File: src/logic/hisPkg.sv
package hisPkg;

    // raw tdc code width
    localparam int Np = 10;

    // bin address width, 32 bins per histogram
    localparam int Nb = 5;
    localparam int NUM_BINS = 2 ** Nb;

    // bin count width, counts stick at all ones
    localparam int peakMax = 8;

    // coarse pass covers the whole code range
    localparam int COARSE_BIN_WIDTH = 32;

    // fine pass covers a narrow window only
    localparam int FINE_BIN_WIDTH = 2;
    localparam int FINE_SPAN = 64;

    // accepted codes per pass
    localparam int SAMPLES_PER_HIS = 64;

    // sweep counter width, must hold SAMPLES_PER_HIS-1 and NUM_BINS
    localparam int CNT_W = 7;

    // controller phases in the order they run
    typedef enum logic [2:0] {
        clearCoarse,
        acqCoarse,
        scanCoarse,
        calcWindow,
        clearFine,
        acqFine,
        scanFine,
        report
    } hisState;

endpackage

File: src/logic/dataFolder.sv
`timescale 1ns/1ns

module dataFolder
    import hisPkg::*;
(
    input  logic [Np-1:0] sampleData,
    input  logic          hisNum,
    input  logic [Np-1:0] thMinus,
    input  logic [Np-1:0] thPositive,
    output logic [Nb-1:0] binAddr,
    output logic          inWindow
);

    logic [Nb-1:0] coarseAddr;
    logic [Nb-1:0] fineAddr;
    logic [Np-1:0] fineOffset;
    logic          aboveMin;
    logic          belowMax;

    // coarse bin, plain divide over the full range
    assign coarseAddr = Nb'(sampleData / COARSE_BIN_WIDTH);

    // distance from window start, only meaningful inside the window
    assign fineOffset = sampleData - thMinus;

    // fine bin inside the window
    assign fineAddr = Nb'(fineOffset / FINE_BIN_WIDTH);

    // both window edges are inclusive
    assign aboveMin = (sampleData >= thMinus);
    assign belowMax = (sampleData <= thPositive);

    always_comb begin
        if (hisNum) begin
            // fine pass
            binAddr  = fineAddr;
            inWindow = aboveMin && belowMax;
        end else begin
            // coarse pass, every code lands in some bin
            binAddr  = coarseAddr;
            inWindow = 1'b1;
        end
    end

    // NOTE out-of-window codes still get a fine address, but the memory
    // drops them, so whatever wrapped value appears here is harmless

endmodule

File: src/logic/hisCounter.sv
`timescale 1ns/1ns

module hisCounter
    import hisPkg::*;
(
    input  logic             clk,
    input  logic             rstN,
    input  logic             cntClear,
    input  logic             cntEn,
    input  logic [CNT_W-1:0] cntTerm,
    output logic [CNT_W-1:0] cntIdx,
    output logic             cntLast
);

    // terminal flag follows the live term from the controller
    assign cntLast = (cntIdx == cntTerm);

    always_ff @(posedge clk) begin
        if (!rstN) begin
            cntIdx <= '0;
        end else if (cntClear) begin
            // clear wins over enable
            cntIdx <= '0;
        end else if (cntEn) begin
            cntIdx <= cntIdx + CNT_W'(1);
        end
    end

    // one counter serves three jobs:
    //   clear sweep   0 .. NUM_BINS-1
    //   sample count  0 .. SAMPLES_PER_HIS-1, steps on transfers only
    //   scan sweep    0 .. NUM_BINS, parks at the end

endmodule

File: src/logic/binMemory.sv
`timescale 1ns/1ns

module binMemory
    import hisPkg::*;
(
    input  logic               clk,
    input  logic               rstN,
    input  logic               clrEn,
    input  logic               incEn,
    input  logic               scanEn,
    input  logic [Nb-1:0]      binAddr,
    input  logic               inWindow,
    input  logic [Nb-1:0]      cntIdx,
    output logic [peakMax-1:0] binCount,
    output logic               countValid
);

    logic [peakMax-1:0] mem [NUM_BINS];

    // increment waiting for its write
    logic               pendValid;
    logic [Nb-1:0]      pendAddr;
    logic [peakMax-1:0] pendCount;

    logic               doInc;
    logic [peakMax-1:0] incBase;
    logic [peakMax-1:0] incNext;
    logic [peakMax-1:0] scanData;

    assign doInc = incEn && inWindow;

    // forward the pending value when the same bin comes right back
    assign incBase = (pendValid && (pendAddr == binAddr)) ? pendCount : mem[binAddr];

    // saturate at all ones
    assign incNext = (&incBase) ? incBase : incBase + 1'b1;

    // scan can start while the last increment is still in flight
    assign scanData = (pendValid && (pendAddr == cntIdx)) ? pendCount : mem[cntIdx];

    always_ff @(posedge clk) begin
        if (!rstN) begin
            pendValid  <= 1'b0;
            countValid <= 1'b0;
        end else begin
            pendValid  <= doInc;
            countValid <= scanEn;
        end
    end

    always_ff @(posedge clk) begin
        // read side of the rmw, taken in the transfer cycle
        if (doInc) begin
            pendAddr  <= binAddr;
            pendCount <= incNext;
        end
        // write side, one edge later
        if (pendValid) begin
            mem[pendAddr] <= pendCount;
        end
        // clear sweep, one bin per cycle
        if (clrEn) begin
            mem[cntIdx] <= '0;
        end
        // scan read, one cycle latency
        if (scanEn) begin
            binCount <= scanData;
        end
    end

endmodule

File: src/logic/peakDetecter.sv
`timescale 1ns/1ns

module peakDetecter
    import hisPkg::*;
(
    input  logic               clk,
    input  logic               rstN,
    input  logic               scanStart,
    input  logic [peakMax-1:0] binCount,
    input  logic               countValid,
    output logic [Nb-1:0]      peakIdx,
    output logic               peakDone
);

    // running maximum of this scan
    logic [peakMax-1:0] maxCount;

    // bin index of the count now on the input
    logic [Nb-1:0] scanIdx;

    logic lastCount;
    logic newPeak;

    assign lastCount = countValid && (scanIdx == Nb'(NUM_BINS - 1));

    // strictly greater, so the lowest index keeps a tie
    assign newPeak = countValid && (binCount > maxCount);

    always_ff @(posedge clk) begin
        if (!rstN) begin
            maxCount <= '0;
            peakIdx  <= '0;
            scanIdx  <= '0;
            peakDone <= 1'b0;
        end else begin
            // one pulse, after the last bin is compared
            peakDone <= lastCount;
            if (scanStart) begin
                // empty histogram leaves index 0
                maxCount <= '0;
                peakIdx  <= '0;
                scanIdx  <= '0;
            end else if (countValid) begin
                scanIdx <= scanIdx + 1'b1;
                if (newPeak) begin
                    maxCount <= binCount;
                    peakIdx  <= scanIdx;
                end
            end
        end
    end

    // peakIdx holds after the scan
    // the coarse result is still needed in calcWindow

endmodule

File: src/logic/algebraicBlock.sv
`timescale 1ns/1ns

module algebraicBlock
    import hisPkg::*;
(
    input  logic          clk,
    input  logic          rstN,
    input  logic          winLoad,
    input  logic [Nb-1:0] peakIdx,
    output logic [Np-1:0] thMinus,
    output logic [Np-1:0] thPositive
);

    int            rawStart;
    logic [Np-1:0] clampStart;

    always_comb begin
        // window centred on the middle of the coarse peak bin
        rawStart = int'(peakIdx) * COARSE_BIN_WIDTH + COARSE_BIN_WIDTH / 2 - FINE_SPAN / 2;
        // keep the whole window inside the code range
        if (rawStart < 0) begin
            clampStart = '0;
        end else if (rawStart > (2 ** Np) - FINE_SPAN) begin
            clampStart = Np'((2 ** Np) - FINE_SPAN);
        end else begin
            clampStart = Np'(rawStart);
        end
    end

    always_ff @(posedge clk) begin
        if (!rstN) begin
            thMinus    <= '0;
            thPositive <= '0;
        end else if (winLoad) begin
            thMinus    <= clampStart;
            // inclusive top edge
            thPositive <= clampStart + Np'(FINE_SPAN - 1);
        end
    end

endmodule

File: src/logic/hisBuilderFsm.sv
`timescale 1ns/1ns

module hisBuilderFsm
    import hisPkg::*;
(
    input  logic             clk,
    input  logic             rstN,
    input  logic             sampleValid,
    output logic             sampleReady,
    output logic             resultValid,
    input  logic             resultReady,
    output logic [Np-1:0]    resultCode,
    input  logic             cntLast,
    output logic             cntClear,
    output logic             cntEn,
    output logic [CNT_W-1:0] cntTerm,
    output logic             hisNum,
    output logic             clrEn,
    output logic             incEn,
    output logic             scanEn,
    output logic             scanStart,
    input  logic             peakDone,
    input  logic [Nb-1:0]    peakIdx,
    input  logic [Np-1:0]    thMinus,
    output logic             winLoad
);

    hisState state;
    hisState nextState;
    logic    transfer;
    logic    inScan;

    // input handshake only in the two acquire phases
    assign sampleReady = (state == acqCoarse) || (state == acqFine);
    assign transfer    = sampleValid && sampleReady;

    // result sits on the port for as long as report lasts
    assign resultValid = (state == report);

    // fine side runs from clearFine up to report
    assign hisNum = state inside {clearFine, acqFine, scanFine, report};

    assign inScan = (state == scanCoarse) || (state == scanFine);

    // memory controls
    assign clrEn  = (state == clearCoarse) || (state == clearFine);
    assign incEn  = transfer;
    // reads stop once the index reaches NUM_BINS
    assign scanEn = inScan && !cntLast;

    // detector restarts on the way into each scan
    assign scanStart = (state != nextState)
                    && ((nextState == scanCoarse) || (nextState == scanFine));

    assign winLoad = (state == calcWindow);

    // counter restarts at every phase change
    assign cntClear = (state != nextState);
    assign cntEn    = clrEn || transfer || scanEn;

    // terminal count per phase
    always_comb begin
        case (state)
            clearCoarse, clearFine: cntTerm = CNT_W'(NUM_BINS - 1);
            acqCoarse, acqFine:     cntTerm = CNT_W'(SAMPLES_PER_HIS - 1);
            scanCoarse, scanFine:   cntTerm = CNT_W'(NUM_BINS);
            default:                cntTerm = '0;
        endcase
    end

    always_comb begin
        nextState = state;
        case (state)
            clearCoarse: if (cntLast) nextState = acqCoarse;
            acqCoarse:   if (transfer && cntLast) nextState = scanCoarse;
            scanCoarse:  if (peakDone) nextState = calcWindow;
            calcWindow:  nextState = clearFine;
            clearFine:   if (cntLast) nextState = acqFine;
            acqFine:     if (transfer && cntLast) nextState = scanFine;
            scanFine:    if (peakDone) nextState = report;
            // held here until the sink takes the code
            report:      if (resultReady) nextState = clearCoarse;
            default:     nextState = clearCoarse;
        endcase
    end

    always_ff @(posedge clk) begin
        if (!rstN) begin
            state <= clearCoarse;
        end else begin
            state <= nextState;
        end
    end

    // centre of the winning fine bin, frozen through back-pressure
    always_ff @(posedge clk) begin
        if (!rstN) begin
            resultCode <= '0;
        end else if ((state == scanFine) && peakDone) begin
            resultCode <= Np'(int'(thMinus) + FINE_BIN_WIDTH * int'(peakIdx) + 1);
        end
    end

endmodule

File: src/logic/hisBuilderTop.sv
`timescale 1ns/1ns

module hisBuilderTop
    import hisPkg::*;
(
    input  logic          clk,
    input  logic          rstN,
    input  logic          sampleValid,
    input  logic [Np-1:0] sampleData,
    output logic          sampleReady,
    output logic          resultValid,
    output logic [Np-1:0] resultCode,
    input  logic          resultReady
);

    // controller to counter
    logic             cntClear;
    logic             cntEn;
    logic [CNT_W-1:0] cntTerm;
    logic [CNT_W-1:0] cntIdx;
    logic             cntLast;

    // controller to datapath
    logic hisNum;
    logic clrEn;
    logic incEn;
    logic scanEn;
    logic scanStart;
    logic winLoad;

    // datapath
    logic [Nb-1:0]      binAddr;
    logic               inWindow;
    logic [peakMax-1:0] binCount;
    logic               countValid;
    logic [Nb-1:0]      peakIdx;
    logic               peakDone;
    logic [Np-1:0]      thMinus;
    logic [Np-1:0]      thPositive;

    hisBuilderFsm fsmU0 (
        .clk(clk), .rstN(rstN),
        .sampleValid(sampleValid), .sampleReady(sampleReady),
        .resultValid(resultValid), .resultReady(resultReady), .resultCode(resultCode),
        .cntLast(cntLast), .cntClear(cntClear), .cntEn(cntEn), .cntTerm(cntTerm),
        .hisNum(hisNum), .clrEn(clrEn), .incEn(incEn), .scanEn(scanEn),
        .scanStart(scanStart), .peakDone(peakDone), .peakIdx(peakIdx),
        .thMinus(thMinus), .winLoad(winLoad)
    );

    hisCounter counterU0 (
        .clk(clk), .rstN(rstN),
        .cntClear(cntClear), .cntEn(cntEn), .cntTerm(cntTerm),
        .cntIdx(cntIdx), .cntLast(cntLast)
    );

    dataFolder folderU0 (
        .sampleData(sampleData), .hisNum(hisNum),
        .thMinus(thMinus), .thPositive(thPositive),
        .binAddr(binAddr), .inWindow(inWindow)
    );

    // memory only needs the low index bits, scan reads stop before NUM_BINS
    binMemory memU0 (
        .clk(clk), .rstN(rstN),
        .clrEn(clrEn), .incEn(incEn), .scanEn(scanEn),
        .binAddr(binAddr), .inWindow(inWindow), .cntIdx(cntIdx[Nb-1:0]),
        .binCount(binCount), .countValid(countValid)
    );

    peakDetecter peakU0 (
        .clk(clk), .rstN(rstN),
        .scanStart(scanStart), .binCount(binCount), .countValid(countValid),
        .peakIdx(peakIdx), .peakDone(peakDone)
    );

    algebraicBlock algU0 (
        .clk(clk), .rstN(rstN),
        .winLoad(winLoad), .peakIdx(peakIdx),
        .thMinus(thMinus), .thPositive(thPositive)
    );

endmodule

File: config.mk
export PLATFORM = sky130hd
export DESIGN_NAME = hisBuilderTop
export DESIGN_NICKNAME = d
export VERILOG_FILES = /design/src/logic/hisPkg.sv /design/src/logic/dataFolder.sv /design/src/logic/hisCounter.sv /design/src/logic/binMemory.sv /design/src/logic/peakDetecter.sv /design/src/logic/algebraicBlock.sv /design/src/logic/hisBuilderFsm.sv /design/src/logic/hisBuilderTop.sv
export SDC_FILE = /design/constraint.sdc
export NUM_CORES = 1
export LEC_CHECK = 0
export ABC_CLOCK_PERIOD_IN_PS = 12700
export BUFFER_PORTS_ARGS = -buffer_cell sky130_fd_sc_hd__clkbuf_2
export CORE_MARGIN = 1.5
export CORE_UTILIZATION = 45
export CTS_CLUSTER_DIAMETER = 50
export DETAILED_ROUTE_END_ITERATION = 12
export PLACE_DENSITY = 0.61
export RECOVER_POWER = 25
export SLEW_MARGIN = 15
export SYNTH_ARGS = -nofsm -noshare
export SYNTH_HDL_FRONTEND = slang
export SYNTH_SLANG_ARGS = --single-unit
File: constraint.sdc
create_clock -name clk -period 12.7 [get_ports clk]
set_clock_uncertainty 0.05 [all_clocks]
set_input_delay 0.635 -clock clk [delete_from_list [all_inputs] [get_ports clk]]
set_output_delay 0.635 -clock clk [all_outputs]
set_load 0.05 [all_outputs]
Yosys cells after proc, flatten, opt, wreduce, memory -nomap -nowiden:

Memory sizes are Yosys's and may differ from the RTL's. A register that Yosys moved wholly into a read port is not among the register bits.
Cells that the tools add are included.
W data, S select, Z words.

* multipliers: 0
* multiplexer cells: 19
* reduce and logical (&&, ||, !) cells: 26
* $add $sub $neg: 9
* divide/modulo/power cells: 0
* shift operators: 0
* $lt $le $gt $ge: 5
* equality and inequality tests: 13
* bitwise operators: 1

Operator list (number)
* $gt A32 B11 Y1 const B: 1
* $lt A32 B1 Y1 const B: 1
* $sub A32 B7 Y32 const B: 1
* $pmux W3 S8: 1
* $mux W3: 7
* $mux W10: 2
* $pmux W6 S3: 1
* $mux W8: 2
* $eq A3 B3 Y1 const B: 5
* $add A10 B5 Y11 const B: 1
* $add A10 B2 Y10 const B: 1
* $add A10 B6 Y10: 1
* $add A10 B6 Y10 const B: 1
* $ge A10 B10 Y1: 1
* $le A10 B10 Y1: 1
* $logic_and A1 B1 Y1: 10
* $reduce_or A2 Y1: 5
* $eq A3 B2 Y1 const B: 3
* $add A8 B1 Y8 const B: 1
* $gt A8 B8 Y1: 1
* $reduce_and A8 Y1: 1
* $add A7 B1 Y7 const B: 1
* $eq A7 B6 Y1: 1
* $logic_or A1 B1 Y1: 6
* 13 further kinds: 17

* word-level logic and storage cells: 87
* bits in registers: 74
* bits of input ports: 14
* memories: 1
* bits in read-only memories: 0
* output and inout port bits: 12
* memory bits (writable): 256
* latch bits: 0

Memory list
* memU0.mem: words 32, width 8, rd ports 2, clocked after memory_dff 1, wr ports 2, RTL line binMemory.sv:18 `logic [peakMax-1:0] mem [NUM_BINS];`

Logic depth before layout (Yosys ltp):

* word-level depth: 11
* mapped depth: 21
* depth with buffers taken out: 16

Hierarchy:

Synthesis repeated with hierarchy kept, for this count alone.

* cells, all modules: 1867
* area, all modules: 18660.4 µm²

Modules (own cells, without submodules)
* binMemory: area an instance 14671.6 µm², seq. area each 5795.6 µm², times used 1, cells an instance 1388
* hisBuilderFsm: area an instance 1161.1 µm², seq. area each 260.2 µm², times used 1, cells an instance 143
* peakDetecter: area an instance 988.4 µm², seq. area each 380.4 µm², times used 1, cells an instance 111
* algebraicBlock: area an instance 777.0 µm², seq. area each 260.2 µm², times used 1, cells an instance 92
* dataFolder: area an instance 689.4 µm², seq. area each 0.0 µm², times used 1, cells an instance 92
* hisCounter: area an instance 372.9 µm², seq. area each 140.1 µm², times used 1, cells an instance 41

Worst setup path after synthesis:

Ideal clock, no wire load.

* kind: register to register
* from: register fsmU0.state[1]
* to: register memU0.pendCount[6], data pin
* clock period less this slack: 4.677 ns
* data required time: 12.390 ns
* cell stages (with the launch flop): 20
* library setup time: 0.260 ns
* data arrival time: 4.367 ns
* slack: 8.023 ns
* buffers on the path: 5
* path through: dfxtp_1 > inv_1 > ha_1 > buf_6 > or4_4 > buf_6 > a22oi_4 > buf_6 > buf_6 > buf_2 > mux2i_1 > o22ai_1 > nor4_1 > a21oi_1 > o31ai_1 > inv_1 > ha_1 > and2_1 > nor2b_1 > mux2_2

* word-level cells in the longest chain between the ends: 8
* elaborated cells on any way between the ends: 13
* those cells by class: 1 x add/sub; 5 x eq/ne; 3 x mux; 3 x reduce/logical; 1 x memory

RTL lines
* from (decl): RTL line hisBuilderFsm.sv:28 `hisState state;`
* from (signal assigned): RTL line hisBuilderFsm.sv:89 `state <= clearCoarse;`
* from (signal assigned): RTL line hisBuilderFsm.sv:91 `state <= nextState;`
* $eq A3 B3 Y1: RTL line hisBuilderFsm.sv:41 `assign hisNum = state inside {clearFine, acqFine, scanFine, report};`
* $reduce_bool A4 Y1 (*): RTL line hisBuilderFsm.sv:41
* $mux W5 (*): RTL line dataFolder.sv:34 `if (hisNum) begin`
* parallel branches: the longest is 2 deep, another holds $mem_v2 Z32 W8
* $mux W8 (*): RTL line binMemory.sv:33 `assign incBase = (pendValid && (pendAddr == binAddr)) ? pendCount : mem[binAddr];`
* $add A8 B1 Y8 or $reduce_and A8 Y1 (tied branches): RTL line binMemory.sv:36 `assign incNext = (&incBase) ? incBase : incBase + 1'b1;`
* $mux W8 (*): RTL line binMemory.sv:36
* net memU0.incNext[6]: RTL line binMemory.sv:27 `logic [peakMax-1:0] incNext;`
* to (signal assigned): RTL line binMemory.sv:55 `pendCount <= incNext;`
* to (decl): RTL line binMemory.sv:23 `logic [peakMax-1:0] pendCount;`

Mark *: on every way through the listed nets, which the timed path passes.
A chain may end at the register's enable or synchronous reset.

Final worst setup path:

Same ends and word-level chain as after synthesis.

==> flow_summary.ini <==
[sta]
tightest_slew_ps = 2920
max-slew-margin-rel_pct = -94.8
fin_crit_ps = 5940
setup_viol = 0
fin_setup_tns_ps = 0
drv_slew = 43
hold_viol_final = 0
fmax_mhz = 168
finalCritPeriodShare_pct = 46.8
rsz0062_at_grt = false

[worst_setup_path]
critPathCaptureType = flip-flop
path_class = flip-flop to flip-flop
required_ps = 12960
start_kind = flip-flop
crit_arrival_ps = 6200
crit_fanout = 47

[floorplanning]
die_h_um = 207
start_util_pct = 45.7
core_mm2 = 0.0409
rows = 74
die_w_um = 207
dieArea_mm2 = 0.0428
pin_count = 26

[global_routing]
overflow = 0
grt_use_total_pct = 30.3
grt_start_max_net_pins = 57
grt_first_pass_wirelength_um = 95900
antenna_found_initial = 1
grt_pass1_vias = 15178

[power_and_ir_drop]
p_leak_nw = 8.10
irDropWorstVdd_v = 0.0000852
powerDensity_mw_per_mm2 = 116

[yosys]
synthesis.area_mm2 = 0.0187
synth-main-ff-cell = dfxtp_1
ys_seq_area_share_pct = 36.6
synthArstFlopShare_pct = 0
yosysWarnings = 0
ys_types = 77
synth-seq-cells = 331
syn_nets = 2108
synth_area_per_cell_um2 = 9.12
synth_edf_count = 21
syn_inst = 2049

[placement]
numPortBuffers = 25
gp_congestion = 1.00
dp_hpwl_um = 44800

[clock_tree]
cts_buffer_depth = 3
cts_resized = 0
cts_tree = yes
root_buffer = clkbuf_16
cts.reportedPaths.clkPinSlew_ps = 60
numCtsBuffers = 42
clock_latency_ps = 570
cts_setup_buffers = 0
htreeDepth = 2
postCtsHoldBufs = 0
cts.sinks = 331

[cells_and_area]
multi_input_area_mm2 = 0.0111
layout_commonest_cell = nor2_1
area_growth_pct = 9.39
fill_cells = 3855
fin_nets = 2066
regArea_mm2 = 0.00684
final_cell_mix = 350 x nor2_1, 319 x mux2i_1, 309 x dfxtp_1
drive_gt1_share_pct = 9.97
post-route-util_pct = 49.9

[detailed_routing]
first_pass_iters = 6
avgRoutedWirePerCell_um = 25.1
drt_wl_total_um = 64500
drtAntennaViolNets = 0
dr_total_vias = 16020
viasPerCell = 6.23
drc = 0
drt_iter0_drc = 1988

[job]
cap_viol_max_count = 1

[worst_hold_path]
hold_class = input pin to flip-flop

[outcome]
status = complete, but fails checks
violations = max-capacitance violations, max-slew violations
==> final timing paths <==
kind                                           from                  end  slack [ps]  depth (start not counted)
worst min register to register  algU0.thPositive[6]  algU0.thPositive[6]         400                          2
worst max-delay path                 fsmU0.state[1]   memU0.pendCount[6]        6760                         13
worst min-delay path                           rstN      memU0.pendValid         310                          2
worst max register to register       fsmU0.state[1]   memU0.pendCount[6]        6760                         13
==> layer usage <==
metal | track usage (%) | up-vias | routed length [µm]
li1 | - | 7259 | -
met1 | 40.3 | 7751 | 27100
met2 | 45.8 | 815 | 27700
met3 | 7.35 | 195 | 6220
met4 | 15.2 | 0 | 3470
met5 | 0 | - | 0
==> report_power, final <==
part           internal (mW)  total (mW)  switching, mW
combinational         0.0437       0.132         0.0882
sequential              1.05        1.06         0.0123
clock                  0.708        1.18          0.476
==> synthesized netlist by cell type (all sizes together), types with 5 or more instances <==
master | n | area share [%]
nor2 | 350 | 7.0
mux2i | 319 | 17
dfxtp | 310 | 33
nand2 | 191 | 3.8
a21oi | 112 | 3.0
clkbuf | 94 | 1.9
mux4 | 67 | 8.1
nand3 | 59 | 1.6
inv | 53 | 1.1
a22oi | 45 | 2.0
ha | 43 | 2.9
buf | 41 | 1.2
o21ai | 29 | 0.78
nand2b | 28 | 0.94
nor3 | 24 | 0.64
a211oi | 21 | 0.84
edfxtp | 21 | 3.4
nand4 | 19 | 0.64
xnor2 | 16 | 0.75
o22ai | 15 | 0.50
mux2 | 14 | 0.84
xor2 | 14 | 0.66
and3 | 13 | 0.44
a31oi | 11 | 0.37
and2 | 11 | 0.37
nand3b | 11 | 0.44
nor4 | 11 | 0.37
a221oi | 10 | 0.47
nor3b | 10 | 0.46
o32ai | 9 | 0.42
a21o | 6 | 0.24
nor2b | 6 | 0.20
o2111ai | 5 | 0.23
or3 | 5 | 0.17
==> critical path, stage by stage (launching register included) <==
cell       delay, ps
dfxtp_1          510
inv_1            160
ha_1             360
o41ai_4          490
buf_4            560
a22o_1           840
mux2i_1          240
a2111oi_0        930
nor4_1           240
a31oi_1          520
and2_1           270
nor2b_1          180
nand2_1           60
mux2_2           270
==> flip-flops by register name (all words and copies together), names as in the netlist <==
signal and flops:
algU0.thPositive 7, peakU0.peakIdx 5, peakU0.scanIdx 5, memU0.countValid 1, counterU0.cntIdx 7, algU0.thMinus 6, fsmU0.resultCode 10, fsmU0.state 3
memU0.binCount 8, memU0.pendValid 1, memU0.pendAddr 5, memU0.mem 256, peakU0.maxCount 8, memU0.pendCount 8, peakU0.peakDone 1
==> metrics by stage <==
stage,hold slack [ps],setup slack (ps),total power [mW],area (µm²),cells
after global routing,343,6500,2.44,20400,2569
after global placement,391,7070,1.21,19100,2495
after floorplan,382,8020,1.17,18700,2049
final,309,6760,2.38,20400,2570
after detailed placement,397,7040,1.21,19100,2495
after CTS,288,6980,2.39,20500,2569
==> area by class of cell <==
cell class              instances  share of cell area, %
inverters                      54                  0.992
repair buffers                 49                   1.42
clock inverters                16                  0.631
multi-input cells            1529                   54.1
clock buffers                  58                   6.10
well taps                     532                   3.26
diodes                          1                 0.0122
flip-flops and latches        331                   33.5
==> cell families after synthesis <==
kind of cell / Yosys count / synth area share [%]
AOI/OAI and AO/OA: 297 / 10.6
xor gates and xnor gates: 30 / 1.41
adders and majority gates: 45 / 3.09
buffers and inverters: 189 / 4.23
DFF: 331 / 36.6
muxes: 400 / 26.0
and+or+nand+nor: 757 / 18.0
(Power assumes the default switching activity.)
